## src/source/arcade_settings.svh

```systemverilog
// Arcade video subsystem constants for clock division, register map and screen size
`ifndef ARCADE_SETTINGS_SVH
`define ARCADE_SETTINGS_SVH

// Pixel clock divider width, one enable every 2**N master clocks
`define ARC_PCLK_DIV_BITS 3

// Start of the register window in the CPU map
`define ARC_REG_BASE 16'h0800

// VRAM byte region, 1024 words of 16 bits
`define ARC_VRAM_BYTES 2048

// First line of vertical blank
`define ARC_VBLANK_LINE 224

`endif

```

## src/source/arcade_pkg.sv

```systemverilog
// Arcade video subsystem shared types for bus, tile map, tile ROM and pixel data
package arcade_pkg;

	// CPU bus
	typedef logic [15:0] cpu_addr_t;    // Byte address
	typedef logic [7:0]  cpu_data_t;    // Data byte

	// Tile map
	typedef logic [9:0]  vram_addr_t;   // Row bits then column bits
	typedef logic [15:0] vram_word_t;   // 9..0 code, 10 palette bank

	// Tile ROM
	typedef logic [12:0] rom_addr_t;    // Tile code then row in tile
	typedef logic [31:0] rom_row_t;     // Eight 4-bit pixels, pixel 0 lowest

	// Palette and output
	typedef logic [4:0]  pal_idx_t;
	typedef logic [7:0]  pixel_t;

	// Screen position
	typedef logic [8:0]  coord_t;       // Pixel counter value
	typedef logic [7:0]  scroll_t;      // Wraps over the 256 pixel map

endpackage

```

## src/source/cpu_bus_if.sv

```systemverilog
// Internal CPU bus between the address decoder and the video register block
`timescale 1ns/1ns

interface cpu_bus_if;

	arcade_pkg::cpu_addr_t cpu_adr;
	arcade_pkg::cpu_data_t wdat;
	logic                  rd;      // Single-cycle read strobe
	logic                  wr;      // Single-cycle write strobe
	logic                  sel;     // Address falls in VRAM or register window
	arcade_pkg::cpu_data_t rdat;    // Valid the cycle after the read edge

	modport main (
		output cpu_adr,
		output wdat,
		output rd,
		output wr,
		output sel,
		input  rdat
	);

	modport video (
		input  cpu_adr,
		input  wdat,
		input  rd,
		input  wr,
		input  sel,
		output rdat
	);

endinterface

```

## src/source/arcade_main.sv

```systemverilog
// CPU bus decoder with control panel and DIP switch reads and a two-stage read return
`timescale 1ns/1ns
`include "arcade_settings.svh"

module arcade_main (
	input  logic                  MCLK,
	input  logic                  rst_n,
	input  arcade_pkg::cpu_addr_t cpu_adr,
	input  arcade_pkg::cpu_data_t cpu_wdat,
	input  logic                  cpu_wr,
	input  logic                  cpu_rd,
	input  arcade_pkg::cpu_data_t ctr1,
	input  arcade_pkg::cpu_data_t dsw1,
	input  logic                  vblk,
	output arcade_pkg::cpu_data_t cpu_rdat,
	output logic                  cpu_rvld,
	cpu_bus_if.main               bus
);

	localparam arcade_pkg::cpu_addr_t reg_base   = `ARC_REG_BASE;
	localparam arcade_pkg::cpu_addr_t vram_limit = arcade_pkg::cpu_addr_t'(`ARC_VRAM_BYTES);

	// Read source classes
	localparam logic [2:0] cls_bus    = 3'd0;
	localparam logic [2:0] cls_status = 3'd1;
	localparam logic [2:0] cls_ctr1   = 3'd2;
	localparam logic [2:0] cls_dsw1   = 3'd3;
	localparam logic [2:0] cls_none   = 3'd4;

	logic [2:0] cls;
	logic [2:0] cls_s1, cls_s2;
	logic       rd_s1, rd_s2;

	assign bus.cpu_adr = cpu_adr;
	assign bus.wdat    = cpu_wdat;
	assign bus.rd      = cpu_rd;
	assign bus.wr      = cpu_wr;
	assign bus.sel     = cpu_adr < reg_base + 16'd8;

	always_comb begin
		if (cpu_adr < vram_limit || cpu_adr == reg_base || cpu_adr == reg_base + 16'd1)
			cls = cls_bus;                         // Served by the video block
		else if (cpu_adr == reg_base + 16'd2)
			cls = cls_status;
		else if (cpu_adr == reg_base + 16'd3)
			cls = cls_ctr1;
		else if (cpu_adr == reg_base + 16'd4)
			cls = cls_dsw1;
		else
			cls = cls_none;
	end

	always_ff @(posedge MCLK or negedge rst_n) begin
		if (!rst_n) begin
			rd_s1    <= 1'b0;
			rd_s2    <= 1'b0;
			cpu_rvld <= 1'b0;
		end else begin
			rd_s1    <= cpu_rd;
			rd_s2    <= rd_s1;
			cpu_rvld <= rd_s2;
		end
	end

	always_ff @(posedge MCLK) begin
		cls_s1 <= cls;
		cls_s2 <= cls_s1;                      // Lines up with bus.rdat
		if (rd_s2) begin
			case (cls_s2)
				cls_bus:    cpu_rdat <= bus.rdat;
				cls_status: cpu_rdat <= {7'd0, vblk};
				cls_ctr1:   cpu_rdat <= ctr1;
				cls_dsw1:   cpu_rdat <= dsw1;
				default:    cpu_rdat <= 8'hFF;     // Unmapped
			endcase
		end
	end

endmodule

```

## src/flat_wrapper.sv

```systemverilog
// flat-port wrapper written by rule: the top's interface ports become plain ports
module arcade_main_flat 
  (MCLK, rst_n, cpu_adr, cpu_wdat, cpu_wr, cpu_rd, ctr1, dsw1, vblk, cpu_rdat, cpu_rvld, bus_cpu_adr, bus_wdat, bus_rd, bus_wr, bus_sel, bus_rdat);
  cpu_bus_if bus_i ();
  input  logic MCLK;
  input  logic rst_n;
  input  arcade_pkg::cpu_addr_t cpu_adr;
  input  arcade_pkg::cpu_data_t cpu_wdat;
  input  logic cpu_wr;
  input  logic cpu_rd;
  input  arcade_pkg::cpu_data_t ctr1;
  input  arcade_pkg::cpu_data_t dsw1;
  input  logic vblk;
  output arcade_pkg::cpu_data_t cpu_rdat;
  output logic cpu_rvld;
  output wire logic [$bits(bus_i.cpu_adr)-1:0] bus_cpu_adr;
  output wire logic [$bits(bus_i.wdat)-1:0] bus_wdat;
  output wire logic [$bits(bus_i.rd)-1:0] bus_rd;
  output wire logic [$bits(bus_i.wr)-1:0] bus_wr;
  output wire logic [$bits(bus_i.sel)-1:0] bus_sel;
  input wire logic [$bits(bus_i.rdat)-1:0] bus_rdat;
  assign bus_cpu_adr = bus_i.cpu_adr;
  assign bus_wdat = bus_i.wdat;
  assign bus_rd = bus_i.rd;
  assign bus_wr = bus_i.wr;
  assign bus_sel = bus_i.sel;
  assign bus_i.rdat = bus_rdat;
  arcade_main u_core (.MCLK(MCLK), .rst_n(rst_n), .cpu_adr(cpu_adr), .cpu_wdat(cpu_wdat), .cpu_wr(cpu_wr), .cpu_rd(cpu_rd), .ctr1(ctr1), .dsw1(dsw1), .vblk(vblk), .cpu_rdat(cpu_rdat), .cpu_rvld(cpu_rvld), .bus(bus_i));
endmodule
```

## config.mk

```make
export PLATFORM = sky130hd
export DESIGN_NAME = arcade_main_flat
export DESIGN_NICKNAME = d
export VERILOG_FILES = /design/src/source/arcade_pkg.sv /design/src/source/cpu_bus_if.sv /design/src/source/arcade_main.sv /design/src/flat_wrapper.sv
export VERILOG_INCLUDE_DIRS = /design/src /design/src/source
export SDC_FILE = /design/constraint.sdc
export NUM_CORES = 1
export LEC_CHECK = 0
export BUFFER_PORTS_ARGS = -buffer_cell sky130_fd_sc_hd__buf_2
export CAP_MARGIN = 10
export CORE_UTILIZATION = 32
export CTS_BUF_LIST = sky130_fd_sc_hd__clkbuf_8
export CTS_CLUSTER_DIAMETER = 100
export DETAILED_ROUTE_END_ITERATION = 6
export PLACE_DENSITY = 0.78
export RECOVER_POWER = 25
export SLEW_MARGIN = 10
export SYNTH_ARGS = -nofsm -noshare
export SYNTH_HDL_FRONTEND = slang
export SYNTH_SLANG_ARGS = --single-unit
```

## constraint.sdc

```tcl
create_clock -name MCLK -period 2.79 [get_ports MCLK]
set_input_delay 0 -clock MCLK [delete_from_list [all_inputs] [get_ports MCLK]]
set_output_delay 0 -clock MCLK [all_outputs]
set_load 0.03 [all_outputs]
```

After elaboration in Yosys (flattened, before gate mapping)
Index checks and enable logic that the tools add are counted.
W data, S select, Z words.

word-level totals
  memories = 0
  register bits after elaboration = 17
  output and inout bits = 36
  memory bits (read-only) = 0
  bits in writable memories = 0
  input port bits = 53
  bits in latches = 0
  logic and storage cells = 27

operators by class
  reduce and logical (&&, ||, !) cells = 5
  bitwise gates (word level) = 0
  multipliers = 0
  add/subtract/negate cells = 0
  order comparisons = 2
  equal/unequal tests = 8
  div/mod/pow operators = 0
  shift operators = 0
  mux-type cells = 4

operator list
  operator                number
  $eq A16 B12 Y1 const B  5
  $lt A16 B12 Y1 const B  2
  $pmux W8 S4             1
  $eq A3 B2 Y1 const B    2
  $eq A3 B1 Y1 const B    1
  $logic_not A3 Y1        1
  $mux W3                 1
  $reduce_or A3 Y1        1
  $logic_or A1 B1 Y1      2
  $mux W2                 1
  $reduce_or A2 Y1        1
  $mux W1                 1

Longest topological paths before layout
Gate-level depths: netlist (run 1).

  word-level depth = 4
  mapped depth = 4
  gate-level depth less buffers = 3

Worst setup path after synthesis (run 1)
OpenSTA, ideal clock, no wires.

  path kind = register to register
  from = reg u_core.cls_s2[0]
  to = reg u_core.cpu_rdat[0], data pin
  required time = 2.531 ns
  stages on the path, launching flop included = 3
  setup time = 0.259 ns
  setup slack = 1.449 ns
  arrival = 1.082 ns
  path buffers = 0
  period minus slack after synthesis = 1.341 ns
  path through = dfxtp_1 > mux4_2 > or2_1

on the way
  word-level cells in the longest chain between the ends = 2
  elaborated cells between the ends (all ways) = 5
  those cells by class = eq/ne (3); mux (1); reduce/logical (1)

ends and longest elaborated chain
  what                                        RTL line           RTL
  start: declaration                          arcade_main.sv:31  logic [2:0] cls_s1, cls_s2;
  start signal: assignment                    arcade_main.sv:67  cls_s2 <= cls_s1;
  $eq A3 B2 Y1, or another cell as far along  arcade_main.sv:69  case (cls_s2)
  $pmux W8 S4 *                               arcade_main.sv:69
  end signal: assignment                      arcade_main.sv:70  cls_bus: cpu_rdat <= bus.rdat;
  end signal: assignment                      arcade_main.sv:71  cls_status: cpu_rdat <= {7'd0, vblk};
  end signal: assignment                      arcade_main.sv:72  cls_ctr1: cpu_rdat <= ctr1;
  end: declaration                            arcade_main.sv:15  output arcade_pkg::cpu_data_t cpu_rdat,

Mark *: on every way between the ends. The rest lies on a longest branch, timed or not.
A chain may end at the register's enable or synchronous reset.

Worst setup path after layout (run 1)
Ends and elaborated chain as after synthesis.

==> results of run 1 <==
## repair_timing
item                                   CTS  global route
endpoints found under the hold margin    5             0
setup endpoints to repair                0             0
hold buffers                             3             0
## final cells by class
cell class	instances	area share, %
Timing Repair Buffer	73	31.8
Clock buffer	3	3.51
Tap cell	31	3.30
Multi-Input combinational cell	39	24.0
Clock inverter	1	0.319
Sequential cell	17	37.0
## sequential cells by signal (all words and copies together) (netlist names)
| signal | count |
|---|---|
| u_core.cpu_rvld | 1 |
| u_core.cpu_rdat | 8 |
| u_core.rd_s2 | 1 |
| u_core.cls_s2 | 3 |
| u_core.rd_s1 | 1 |
| u_core.cls_s1 | 3 |
## synth_stat cells, drive strengths merged, types with 2 or more instances
master	count	area, sq um
o21ai	8	40.0
dfxtp	6	120
a21oi	2	10.0
nor4	3	31.3
dfrtp	3	75.1
a31oi	7	43.8
buf	28	208
nand2	2	7.51
mux2i	7	70.1
edfxtp	8	240
## power breakdown
group / switching [uW] / internal, uW
Clock: 76.1 / 97.4
Combinational: 62.2 / 41.2
Sequential: 4.15 / 268
## cell usage in the layout (no fill, tap or decap), drive strengths merged
cell type	synthesis	final
a21o	1	1
a21oi	2	2
a31oi	7	7
buf	28	65
clkbuf	1	8
dfrtp	3	3
dfxtp	6	6
dlygate4sd3	0	3
edfxtp	8	8
inv	0	1
mux2i	7	7
mux4	1	1
nand2	2	2
nand3	1	1
nand3b	1	1
nand4	1	1
nor2	1	1
nor3	1	1
nor4	3	3
o21ai	8	8
or2	1	1
or4	1	1
xnor2	1	1
## cells by family after synthesis
| group | Yosys count |
|---|---|
| simple gates | 12 |
| xor+xnor | 1 |
| buf+inv | 29 |
| flops | 17 |
| compound gates | 18 |
| mux | 8 |
## final timing paths
kind                             startpoint                  to  slack (ns)
setup / recovery           u_core.cls_s2[0]  u_core.cpu_rdat[0]        1.18
hold / removal                  cpu_wdat[7]         bus_wdat[7]      0.0002
setup reg to reg           u_core.cls_s2[0]  u_core.cpu_rdat[0]        1.18
hold reg to reg            u_core.cls_s1[2]    u_core.cls_s2[2]        0.33
max in group asynchronous             rst_n     u_core.cpu_rvld        2.56
min in group asynchronous             rst_n        u_core.rd_s1        0.08
## routing by layer
metal	GRT usage, %	routed length, microns	vias up
li1	-	-	378
met2	25.1	1020	72
met5	0	0	-
met4	4.18	0	0
met1	11.4	709	348
met3	5.12	285	0
## through the flow
step	util, %	setup WS [ns]
final	42.6	1.18
after CTS	42.9	1.18
after detailed placement	40.2	1.19
after floorplan	-	1.45
after global placement	40.2	1.26
after global routing	42.6	1.12
## critical path: cells and delay by family, from the launching register on
family / cells / cell delay, ns
mux: 1 / 0.56
flops: 1 / 0.59
simple gates: 1 / 0.21
==> out/metrics.csv, run 1 <==
stage,metric,value,unit
clock_network,cts_sinks,17,
clock_network,cts_setup_buffers,0,
global_route,grt_pass1_wl,3.04,mm
sta,rsz0062_at_grt,false,
global_route,grtUsageTotal,12.7,%
final_layout,design_area,1180,sq um
synthesis,synth_top_family_by_area,buffers and inverters,
synthesis,synth.cell_area,930,sq um
sta,holdWs,0.000198,ns
synthesis,syn-num-nets,138,
routing,vias,798,
floorplan,ios,89,
clock_network,clkTransAtPathRegs,0.06,ns
global_route,grt_antenna_before_repair,0,
routing,drc,0,
floorplan,start_util,33.7,%
sta,post-route-period-util,57.8,%
worst_setup_path,critPathRequiredTime,2.79,ns
sta,maxSlewHeadroom,56.2,%
sta,min_period,1.61,ns
worst_setup_path,crit_chain,"mux4_2, or2_1",
synthesis,synthArstFlopShare,17.6,%
global_route,globalRouteOverflowTotal,0,
synthesis,ys_ff_latch,17,
synthesis,synth_mux_area_share,9.96,%
floorplan,die_w,55.9,microns
sta,max_freq,620,MHz
final_layout,fill_cells,267,
run,max_cap_violations,0,
final_layout,antenna_cells,0,
final_layout,final-seq-area,435,sq um
synthesis,yosys.area_share.xor_xnor,0.942,%
clock_network,cts_tree,built,
power_and_ir_drop,power,549,uW
placement,dpl.cell_count,157,
sta,tightestPinTransition,0.656,ns
worst_setup_path,critical_path_class,reg2reg,
synthesis,ys_warn_count,0,
worst_setup_path,critPathMaxFanout,15,
synthesis,synth_edf_count,8,
floorplan,fp.dieH,55.9,microns
sta,fin_tns_setup,0,ns
clock_network,ctsResizeCount,0,
sta,slew_viol_final,0,
clock_network,ctsRootBufferMaster,clkbuf_8,
synthesis,ys.flop_type,edfxtp_1,
routing,post_drt_wl_per_cell,12.3,microns
clock_network,numCtsBuffers,3,
power_and_ir_drop,p_leak,0.000499,uW
hold_path,holdPathStages,0,
sta,hold_viol_final,0,
worst_setup_path,cpPeakStageDelay,0.59,ns
final_layout,multi_input_area,283,sq um
floorplan,fp-row-count,19,
final_layout,syn_to_final_growth,26.5,%
outcome,outcome,finished clean,
worst_setup_path,cp-end-kind,flip-flop,
power_and_ir_drop,ir_drop,0.248,mV
final_layout,layout-drive-gt1-share,53.4,%
placement,io_buffers,70,
floorplan,core-area,2760,sq um
hold_path,hp-class,in2out,
final_layout,stdcell_count,164,
routing,viasPerCell,4.87,
placement,gp_congestion,0.730,
synthesis,yosysSeqAreaShare,46.8,%
clock_network,clk_latency,0.25,ns
worst_setup_path,worstPathArrival,1.61,ns
clock_network,clk_path_buf_depth,2,
synthesis,synth_compound_area_share,10.9,%
floorplan,die-area,3120,sq um
worst_setup_path,worstSetupStartpointType,flip-flop,
synthesis,syn_area_per_cell,10.9,sq um
synthesis,synthCells,85,
global_route,grt_pass1_vias,735,
routing,wirelength,2.01,mm
clock_network,h-tree-depth,1,
placement,hpwl,1.67,mm
synthesis,synth-simple-area-share,8.61,%
final_layout,layout.nets,187,
global_route,grt_max_degree,16,
sta,finalSetupViolations,0,
routing,drtIter0Drc,22,
placement,placed_cell_area,1110,sq um
routing,dr.pass1.iters,4,
sta,skew,0.00453,ns
synthesis,ys_types,23,
routing,ant_nets,0,
worst_setup_path,rr_worst_depth,2,
worst_setup_path,cp_slowest_cell,dfxtp_1,
synthesis,synthAdderAreaFrac,0,%
power_and_ir_drop,power_per_cell_area,466,nW/um^2
Power figures use the tool's default switching activity.
==> inputs of run 2 (changes only) <==
--- a/config.mk
+++ b/config.mk
@@ -6,13 +6,14 @@
 export SDC_FILE = /design/constraint.sdc
 export NUM_CORES = 1
 export LEC_CHECK = 0
+export ABC_AREA = 1
 export BUFFER_PORTS_ARGS = -buffer_cell sky130_fd_sc_hd__buf_2
 export CAP_MARGIN = 10
 export CORE_UTILIZATION = 32
 export CTS_BUF_LIST = sky130_fd_sc_hd__clkbuf_8
 export CTS_CLUSTER_DIAMETER = 100
 export DETAILED_ROUTE_END_ITERATION = 6
-export PLACE_DENSITY = 0.78
+export PLACE_DENSITY = 0.76
 export RECOVER_POWER = 25
 export SLEW_MARGIN = 10
 export SYNTH_ARGS = -nofsm -noshare
==> constraint.sdc (replaced) <==
create_clock -name MCLK -period 1.52 [get_ports MCLK]
set_input_delay 0 -clock MCLK [delete_from_list [all_inputs] [get_ports MCLK]]
set_output_delay 0 -clock MCLK [all_outputs]
set_load 0.03 [all_outputs]
==> out/metrics.csv, run 2 <==
stage,metric,value,unit,change
outcome,outcome,"complete, but fails checks",,was finished clean
outcome,violations,DRC,,
clock_network,ctsRootBufferMaster,clkbuf_8,,unchanged
hold_path,hp-class,in2out,,unchanged
worst_setup_path,crit_chain,"nor2_4, a21oi_1, nand3_1",,"was mux4_2, or2_1"
final_layout,stdcell_count,200,,was 164
synthesis,yosysSeqAreaShare,43.6,%,was 46.8%
synthesis,synth.cell_area,998,sq um,was 930 sq um
worst_setup_path,crit_family,flip-flops,,unchanged
final_layout,layout.nets,223,,was 187
sta,tightestPinTransition,0.536,ns,was 0.656 ns
final_layout,largest-register,u_core.cpu_rdat,,unchanged
power_and_ir_drop,p_leak,0.000585,uW,was 0.000499 uW
synthesis,synth_edf_count,8,,unchanged
sta,finalSetupViolations,0,,unchanged
synthesis,ys.flop_type,edfxtp_1,,unchanged
clock_network,h-tree-depth,1,,unchanged
sta,min_period,1.31,ns,was 1.61 ns
worst_setup_path,cpPeakStageDelay,0.66,ns,was 0.59 ns
global_route,globalRouteOverflowTotal,0,,unchanged
worst_setup_path,cp_slowest_cell,dfxtp_1,,unchanged
placement,io_buffers,70,,unchanged
global_route,grt_pass1_wl,3.15,mm,was 3.04 mm
synthesis,synth_top_family_by_area,simple AND/OR/NAND/NOR gates,,was buffers and inverters
global_route,grt_max_degree,12,,was 16
worst_setup_path,worstPathArrival,1.31,ns,was 1.61 ns
floorplan,start_util,35.0,%,was 33.7%
placement,gp_congestion,0.809,,was 0.730
floorplan,die-area,3350,sq um,was 3120 sq um
synthesis,synth_mux_area_share,0,%,was 9.96%
final_layout,fill_cells,301,,was 267
synthesis,syn_area_per_cell,8.32,sq um,was 10.9 sq um
worst_setup_path,cp_num_buf_inv,0,,unchanged
routing,ant_nets,0,,unchanged
clock_network,numCtsBuffers,3,,unchanged
final_layout,syn_to_final_growth,24.3,%,was 26.5%
worst_setup_path,critical_path_class,reg2reg,,unchanged
synthesis,synthAdderAreaFrac,0,%,unchanged
synthesis,ys_types,18,,was 23
worst_setup_path,critPathMaxFanout,11,,was 15
placement,hpwl,1.67,mm,about the same
global_route,grt_antenna_before_repair,0,,unchanged
synthesis,yosys.area_share.xor_xnor,0,%,was 0.942%
worst_setup_path,cp-end-kind,flip-flop,,unchanged
synthesis,synth_compound_area_share,4.14,%,was 10.9%
sta,skew,0.00311,ns,was 0.00453 ns
sta,hold_viol_final,0,,unchanged
synthesis,yosys-top-cells-count,"nand2_1 (30), buf_4 (26), nor2_1 (13)",,"was buf_4 (27), edfxtp_1 (8), o21ai_0 (8)"
routing,post_drt_wl_per_cell,10.3,microns,was 12.3 microns
sta,max_freq,761,MHz,was 620 MHz
synthesis,synth_top_area_share,24.1,%,was 25.8%
synthesis,ys_warn_count,0,,unchanged
synthesis,ys_ff_latch,17,,unchanged
sta,rsz0062_at_grt,false,,unchanged
clock_network,clkTransAtPathRegs,0.06,ns,about the same
routing,drtIter0Drc,42,,was 22
placement,dpl.cell_count,194,,was 157
synthesis,synth.most_common_cell,nand2_1,,was buf_4
routing,viasPerCell,4.56,,was 4.87
worst_setup_path,critPathRequiredTime,1.51,ns,was 2.79 ns
power_and_ir_drop,ir_drop,0.217,mV,was 0.248 mV
final_layout,final_common_cell,buf_2,,unchanged
floorplan,fp.dieH,57.9,microns,was 55.9 microns
final_layout,layout_common_cells,"buf_2 (65), nand2_1 (30), nor2_1 (13)",,"was buf_2 (65), o21ai_0 (8), edfxtp_1 (8)"
sta,post-route-period-util,86.5,%,was 57.8%
sta,maxSlewHeadroom,64.2,%,was 56.2%
synthesis,synthCells,120,,was 85
floorplan,ios,89,,unchanged
power_and_ir_drop,power_per_cell_area,834,nW/um^2,was 466 nW/um^2
routing,dr.pass1.iters,7,,was 4
sta,fin_tns_setup,0,ns,unchanged
clock_network,cts_tree,built,,unchanged
routing,drc,7,,was 0
final_layout,layout-drive-gt1-share,43.8,%,was 53.4%
floorplan,core-area,2850,sq um,was 2760 sq um
worst_setup_path,worstSetupStartpointType,flip-flop,,unchanged
clock_network,clk_path_buf_depth,2,,unchanged
final_layout,largest_register_ffs,8,,unchanged
synthesis,syn-num-nets,173,,was 138
sta,slew_viol_final,0,,unchanged
run,max_cap_violations,0,,unchanged
synthesis,synth-simple-area-share,29.7,%,was 8.61%
clock_network,clk_latency,0.25,ns,about the same
global_route,grt_pass1_vias,796,,was 735
floorplan,fp-row-count,19,,unchanged
synthesis,synthArstFlopShare,17.6,%,unchanged
synthesis,yosysTopAreaCell,edfxtp_1,,unchanged
synthesis,synth.area.top_cells,"edfxtp_1 (24%), buf_4 (20%), dfxtp_1 (12%), nand2_1 (11%), dfrtp_1 (7.5%)",,"was edfxtp_1 (26%), buf_4 (22%), dfxtp_1 (13%), dfrtp_1 (8.1%), mux2i_1 (7.5%)"
floorplan,die_w,57.9,microns,was 55.9 microns
worst_setup_path,r2r_slack,0.21,ns,was 1.18 ns
clock_network,cts_sinks,17,,unchanged
final_layout,antenna_cells,0,,unchanged
global_route,grtUsageTotal,12.1,%,was 12.7%
routing,wirelength,2.06,mm,was 2.01 mm
final_layout,reg.largest.list,"u_core.cpu_rdat x8, u_core.cls_s1 x3, u_core.cls_s2 x3",,unchanged
routing,vias,911,,was 798
[run 2: cell types whose count changed in the layout (fill, tap and decap cells not counted), moves of 2 or more]
cell and change:
nor4_2 -2, o21ai_0 -8, a21oi_1 +5, nor3_4 +2, nor2_1 +12, a31oi_1 -6
mux2i_1 -7, nand2_1 +28, inv_1 +4, nand3_1 +11
[run 2: final timing paths]
| kind | cells past startpoint | from | to |
|---|---|---|---|
| max | 3 | u_core.cls_s2[2] | u_core.cpu_rdat[5] |
| min | 0 | cpu_wdat[2] | bus_wdat[2] |
| max reg2reg | 3 | u_core.cls_s2[2] | u_core.cpu_rdat[5] |
| min reg2reg | 0 | u_core.cls_s1[0] | u_core.cls_s2[0] |
| max in group asynchronous | 2 | rst_n | u_core.cpu_rvld |
| min in group asynchronous | 2 | rst_n | u_core.rd_s2 |
[run 2: worst register-to-register path, cell delays in order, from the launching register on]
cell and delay (ns):
dfxtp_1 0.66, nor2_4 0.13, a21oi_1 0.18, nand3_1 0.09
[run 2: cell type report]
cell class              count  area [sq um]  share of cell area, %
well taps                  31          38.8                   3.13
multi-input cells          71           338                   27.2
inverters                   5          18.8                   1.51
clock buffers               3          41.3                   3.33
clock inverters             1          5.00                  0.403
flip-flops and latches     17           435                   35.1
repair buffers             72           364                   29.3
[run 2: metal layers]
| metal | GRT usage, % | routed length [microns] | share of wire, % | vias up |
|---|---|---|---|---|
| met5 | 0 | 0 | 0 | - |
| met1 | 13.4 | 837 | 41 | 380 |
| met2 | 21.8 | 899 | 44 | 59 |
| met4 | 4.42 | 21 | 1.0 | 0 |
| met3 | 3.57 | 296 | 14 | 6 |
| li1 | - | - | - | 466 |
[run 2: stage by stage]
stage          area [sq um]  total power, uW  util, %  setup WS [ns]  hold slack (ns)
3_3_place_gp           1180              720     41.4          0.274           -0.203
3_5_place_dp           1180              719     41.4          0.230           -0.202
5_1_grt                1240             1080     43.5          0.122        0.0000434
2_1_floorplan           998              695        -          0.498           -0.296
4_1_cts                1250             1040     43.7          0.218         0.000205
6_report               1240             1040     43.5          0.206        0.0000116
[run 2: power by group]
| group | internal [uW] | switching [uW] | leakage [uW] |
|---|---|---|---|
| clock network | 181 | 144 | 0.0000255 |
| registers | 498 | 9.99 | 0.000164 |
| logic | 74.5 | 128 | 0.000395 |
| total | 754 | 281 | 0.000585 |
[run 2: timing repair]
action | CTS | global route
resized for setup | 0 | 0
hold buffers | 2 | 0
buffers inserted | 0 | 0
hold endpoints to repair | 4 | 0
[run 2: cell families (layout without fill, tap and decap cells)]
| group | count (synthesis) | in the layout |
|---|---|---|
| AOI/OAI and AO/OA | 8 | 8 |
| buffers and inverters | 32 | 81 |
| DFF | 17 | 17 |
| and+or+nand+nor | 63 | 63 |
==> inputs of run 3 (changes only) <==
--- a/config.mk
+++ b/config.mk
@@ -9,6 +9,7 @@
 export ABC_AREA = 1
 export BUFFER_PORTS_ARGS = -buffer_cell sky130_fd_sc_hd__buf_2
 export CAP_MARGIN = 10
+export CORE_ASPECT_RATIO = 0.75
 export CORE_UTILIZATION = 32
 export CTS_BUF_LIST = sky130_fd_sc_hd__clkbuf_8
 export CTS_CLUSTER_DIAMETER = 100
==> out/metrics.csv, run 3 (synthesis gave the netlist of run 2 again) <==
stage,metric,value,unit,change
sta,finalSetupViolations,0,,unchanged
worst_setup_path,cp_num_buf_inv,0,,unchanged
routing,post_drt_wl_per_cell,10.7,microns,was 10.3 microns
clock_network,clk_latency,0.25,ns,about the same
sta,tightestPinTransition,0.537,ns,was 0.536 ns
global_route,grt_antenna_before_repair,0,,unchanged
worst_setup_path,crit_family,flip-flops,,unchanged
sta,rsz0062_at_grt,false,,unchanged
final_layout,largest-register,u_core.cpu_rdat,,unchanged
global_route,grt_pass1_vias,798,,was 796
final_layout,layout_common_cells,"buf_2 (65), nand2_1 (30), nor2_1 (13)",,unchanged
floorplan,core-area,2960,sq um,was 2850 sq um
clock_network,clkTransAtPathRegs,0.07,ns,was 0.06 ns
sta,max_freq,769,MHz,was 761 MHz
worst_setup_path,cp_slowest_cell,dfxtp_1,,unchanged
final_layout,final_common_cell,buf_2,,unchanged
routing,wirelength,2.22,mm,was 2.06 mm
worst_setup_path,critPathRequiredTime,1.51,ns,about the same
final_layout,largest_register_ffs,8,,unchanged
power_and_ir_drop,power,1030,uW,was 1040 uW
global_route,grtUsageTotal,13.4,%,was 12.1%
worst_setup_path,cp-end-kind,flip-flop,,unchanged
final_layout,layout-drive-gt1-share,43.2,%,was 43.8%
worst_setup_path,critPathMaxFanout,11,,unchanged
placement,hpwl,1.81,mm,was 1.67 mm
sta,skew,0.00660,ns,was 0.00311 ns
power_and_ir_drop,ir_drop,0.303,mV,was 0.217 mV
placement,io_buffers,70,,unchanged
clock_network,h-tree-depth,1,,unchanged
worst_setup_path,crit_chain,"nor2_4, a21oi_1, nand3_1",,unchanged
power_and_ir_drop,seqPwrFrac,49.2,%,was 49.1%
power_and_ir_drop,clock_power_share,31.1,%,was 31.4%
placement,gp_congestion,0.800,,was 0.809
routing,ant_nets,0,,unchanged
clock_network,cts_setup_buffers,0,,unchanged
run,max_cap_violations,0,,unchanged
clock_network,cts_tree,built,,unchanged
hold_path,hold_start,cpu_wdat[3],,was cpu_wdat[2]
global_route,grt_max_degree,12,,unchanged
routing,dr.pass1.iters,4,,was 7
floorplan,ios,89,,unchanged
floorplan,die-area,3350,sq um,about the same
routing,drtIter0Drc,49,,was 42
routing,vias,919,,was 911
global_route,globalRouteOverflowTotal,0,,unchanged
floorplan,fp-row-count,17,,was 19
power_and_ir_drop,p_int,751,uW,was 754 uW
clock_network,cts_sinks,17,,unchanged
clock_network,clk_path_buf_depth,2,,unchanged
outcome,outcome,finished clean,,"was complete, but fails checks"
power_and_ir_drop,power_per_cell_area,828,nW/um^2,was 834 nW/um^2
worst_setup_path,rr_worst_depth,3,,unchanged
routing,viasPerCell,4.44,,was 4.56
hold_path,hp-class,in2out,,unchanged
power_and_ir_drop,swShare,27.3,%,was 27.2%
worst_setup_path,cpPeakStageDelay,0.66,ns,about the same
sta,slew_viol_final,0,,unchanged
sta,min_period,1.30,ns,was 1.31 ns
clock_network,numCtsBuffers,3,,unchanged
sta,post-route-period-util,85.5,%,was 86.5%
floorplan,die_w,66.5,microns,was 57.9 microns
power_and_ir_drop,power.net_switching,282,uW,was 281 uW
sta,fin_tns_setup,0,ns,unchanged
routing,drc,0,,was 7
worst_setup_path,critical_path_class,reg2reg,,unchanged
final_layout,syn_to_final_growth,25.1,%,was 24.3%
global_route,grt_pass1_wl,3.35,mm,was 3.15 mm
worst_setup_path,worstPathArrival,1.29,ns,was 1.31 ns
worst_setup_path,r2r_end,u_core.cpu_rdat[3],,was u_core.cpu_rdat[5]
sta,hold_viol_final,0,,unchanged
power_and_ir_drop,combPwrFrac,19.7,%,was 19.5%
worst_setup_path,r2r_slack,0.22,ns,was 0.21 ns
final_layout,layout.nets,223,,unchanged
clock_network,ctsRootBufferMaster,clkbuf_8,,unchanged
final_layout,reg.largest.list,"u_core.cpu_rdat x8, u_core.cls_s1 x3, u_core.cls_s2 x3",,unchanged
worst_setup_path,worstSetupStartpointType,flip-flop,,unchanged
power_and_ir_drop,p_leak,0.000586,uW,was 0.000585 uW
clock_network,ctsResizeCount,0,,unchanged
hold_path,min_to,bus_wdat[3],,was bus_wdat[2]
sta,maxSlewHeadroom,64.2,%,about the same
worst_setup_path,timing.rr.start,u_core.cls_s2[2],,unchanged
final_layout,antenna_cells,0,,unchanged
hold_path,holdPathStages,0,,unchanged
floorplan,fp.dieH,50.4,microns,was 57.9 microns
floorplan,start_util,33.8,%,was 35.0%
## run 3: area by class of cell
class                      instances  area, sq um
inverter                           5         18.8
tap                               38         47.5
sequential                        17          435
timing repair buffer              72          364
clock inverter                     1         3.75
clock buffer                       3         41.3
multi-input combinational         71          338
fill                             284         1710
## run 3: worst max path at each step
stage	from	endpoint	slack (ns)	cells past startpoint
detailed placement	u_core.cls_s2[2]	u_core.cpu_rdat[3]	0.24	3
finish	u_core.cls_s2[2]	u_core.cpu_rdat[3]	0.22	3
global route	u_core.cls_s2[2]	u_core.cpu_rdat[5]	0.16	3
CTS	u_core.cls_s2[2]	u_core.cpu_rdat[3]	0.23	3
floorplan	u_core.cls_s2[2]	u_core.cpu_rdat[0]	0.50	4
global placement	u_core.cls_s2[2]	u_core.cpu_rdat[4]	0.28	3
## run 3: layer usage
layer	wire, microns	vias to the layer above	track usage, %
met5	0	-	0
met3	326	10	5.91
li1	-	465	-
met1	910	385	15.1
met4	47	0	6.38
met2	935	59	21.4
## run 3: metrics by stage
step / area [sq um] / hold WS, ns / setup WS, ns / instances / utilization [%]
after floorplan: 998 / -0.296 / 0.498 / 120 / -
after global placement: 1190 / -0.204 / 0.284 / 201 / 40.2
after detailed placement: 1190 / -0.201 / 0.236 / 201 / 40.2
after CTS: 1250 / 0.000240 / 0.234 / 207 / 42.4
after global routing: 1250 / 0.0000525 / 0.158 / 207 / 42.2
final: 1250 / 0.0000518 / 0.220 / 207 / 42.2
## run 3: what timing repair did
action,in CTS,in global routing
hold buffers,2,0
hold endpoints to repair,4,0
setup endpoints to repair,0,0
## run 3: worst register-to-register path, stage by stage, from the launching register on
cell,delay (ns)
dfxtp_1,0.66
nor2_4,0.13
a21oi_1,0.16
nand3_1,0.10
## run 3: power by group through the flow
stage	sequential (uW)	combinational, uW	clock (uW)
2_1_floorplan	546	150	0
3_3_place_gp	517	203	0
3_5_place_dp	518	202	0
4_1_cts	508	207	328
5_1_grt	510	219	355
6_report	508	203	322
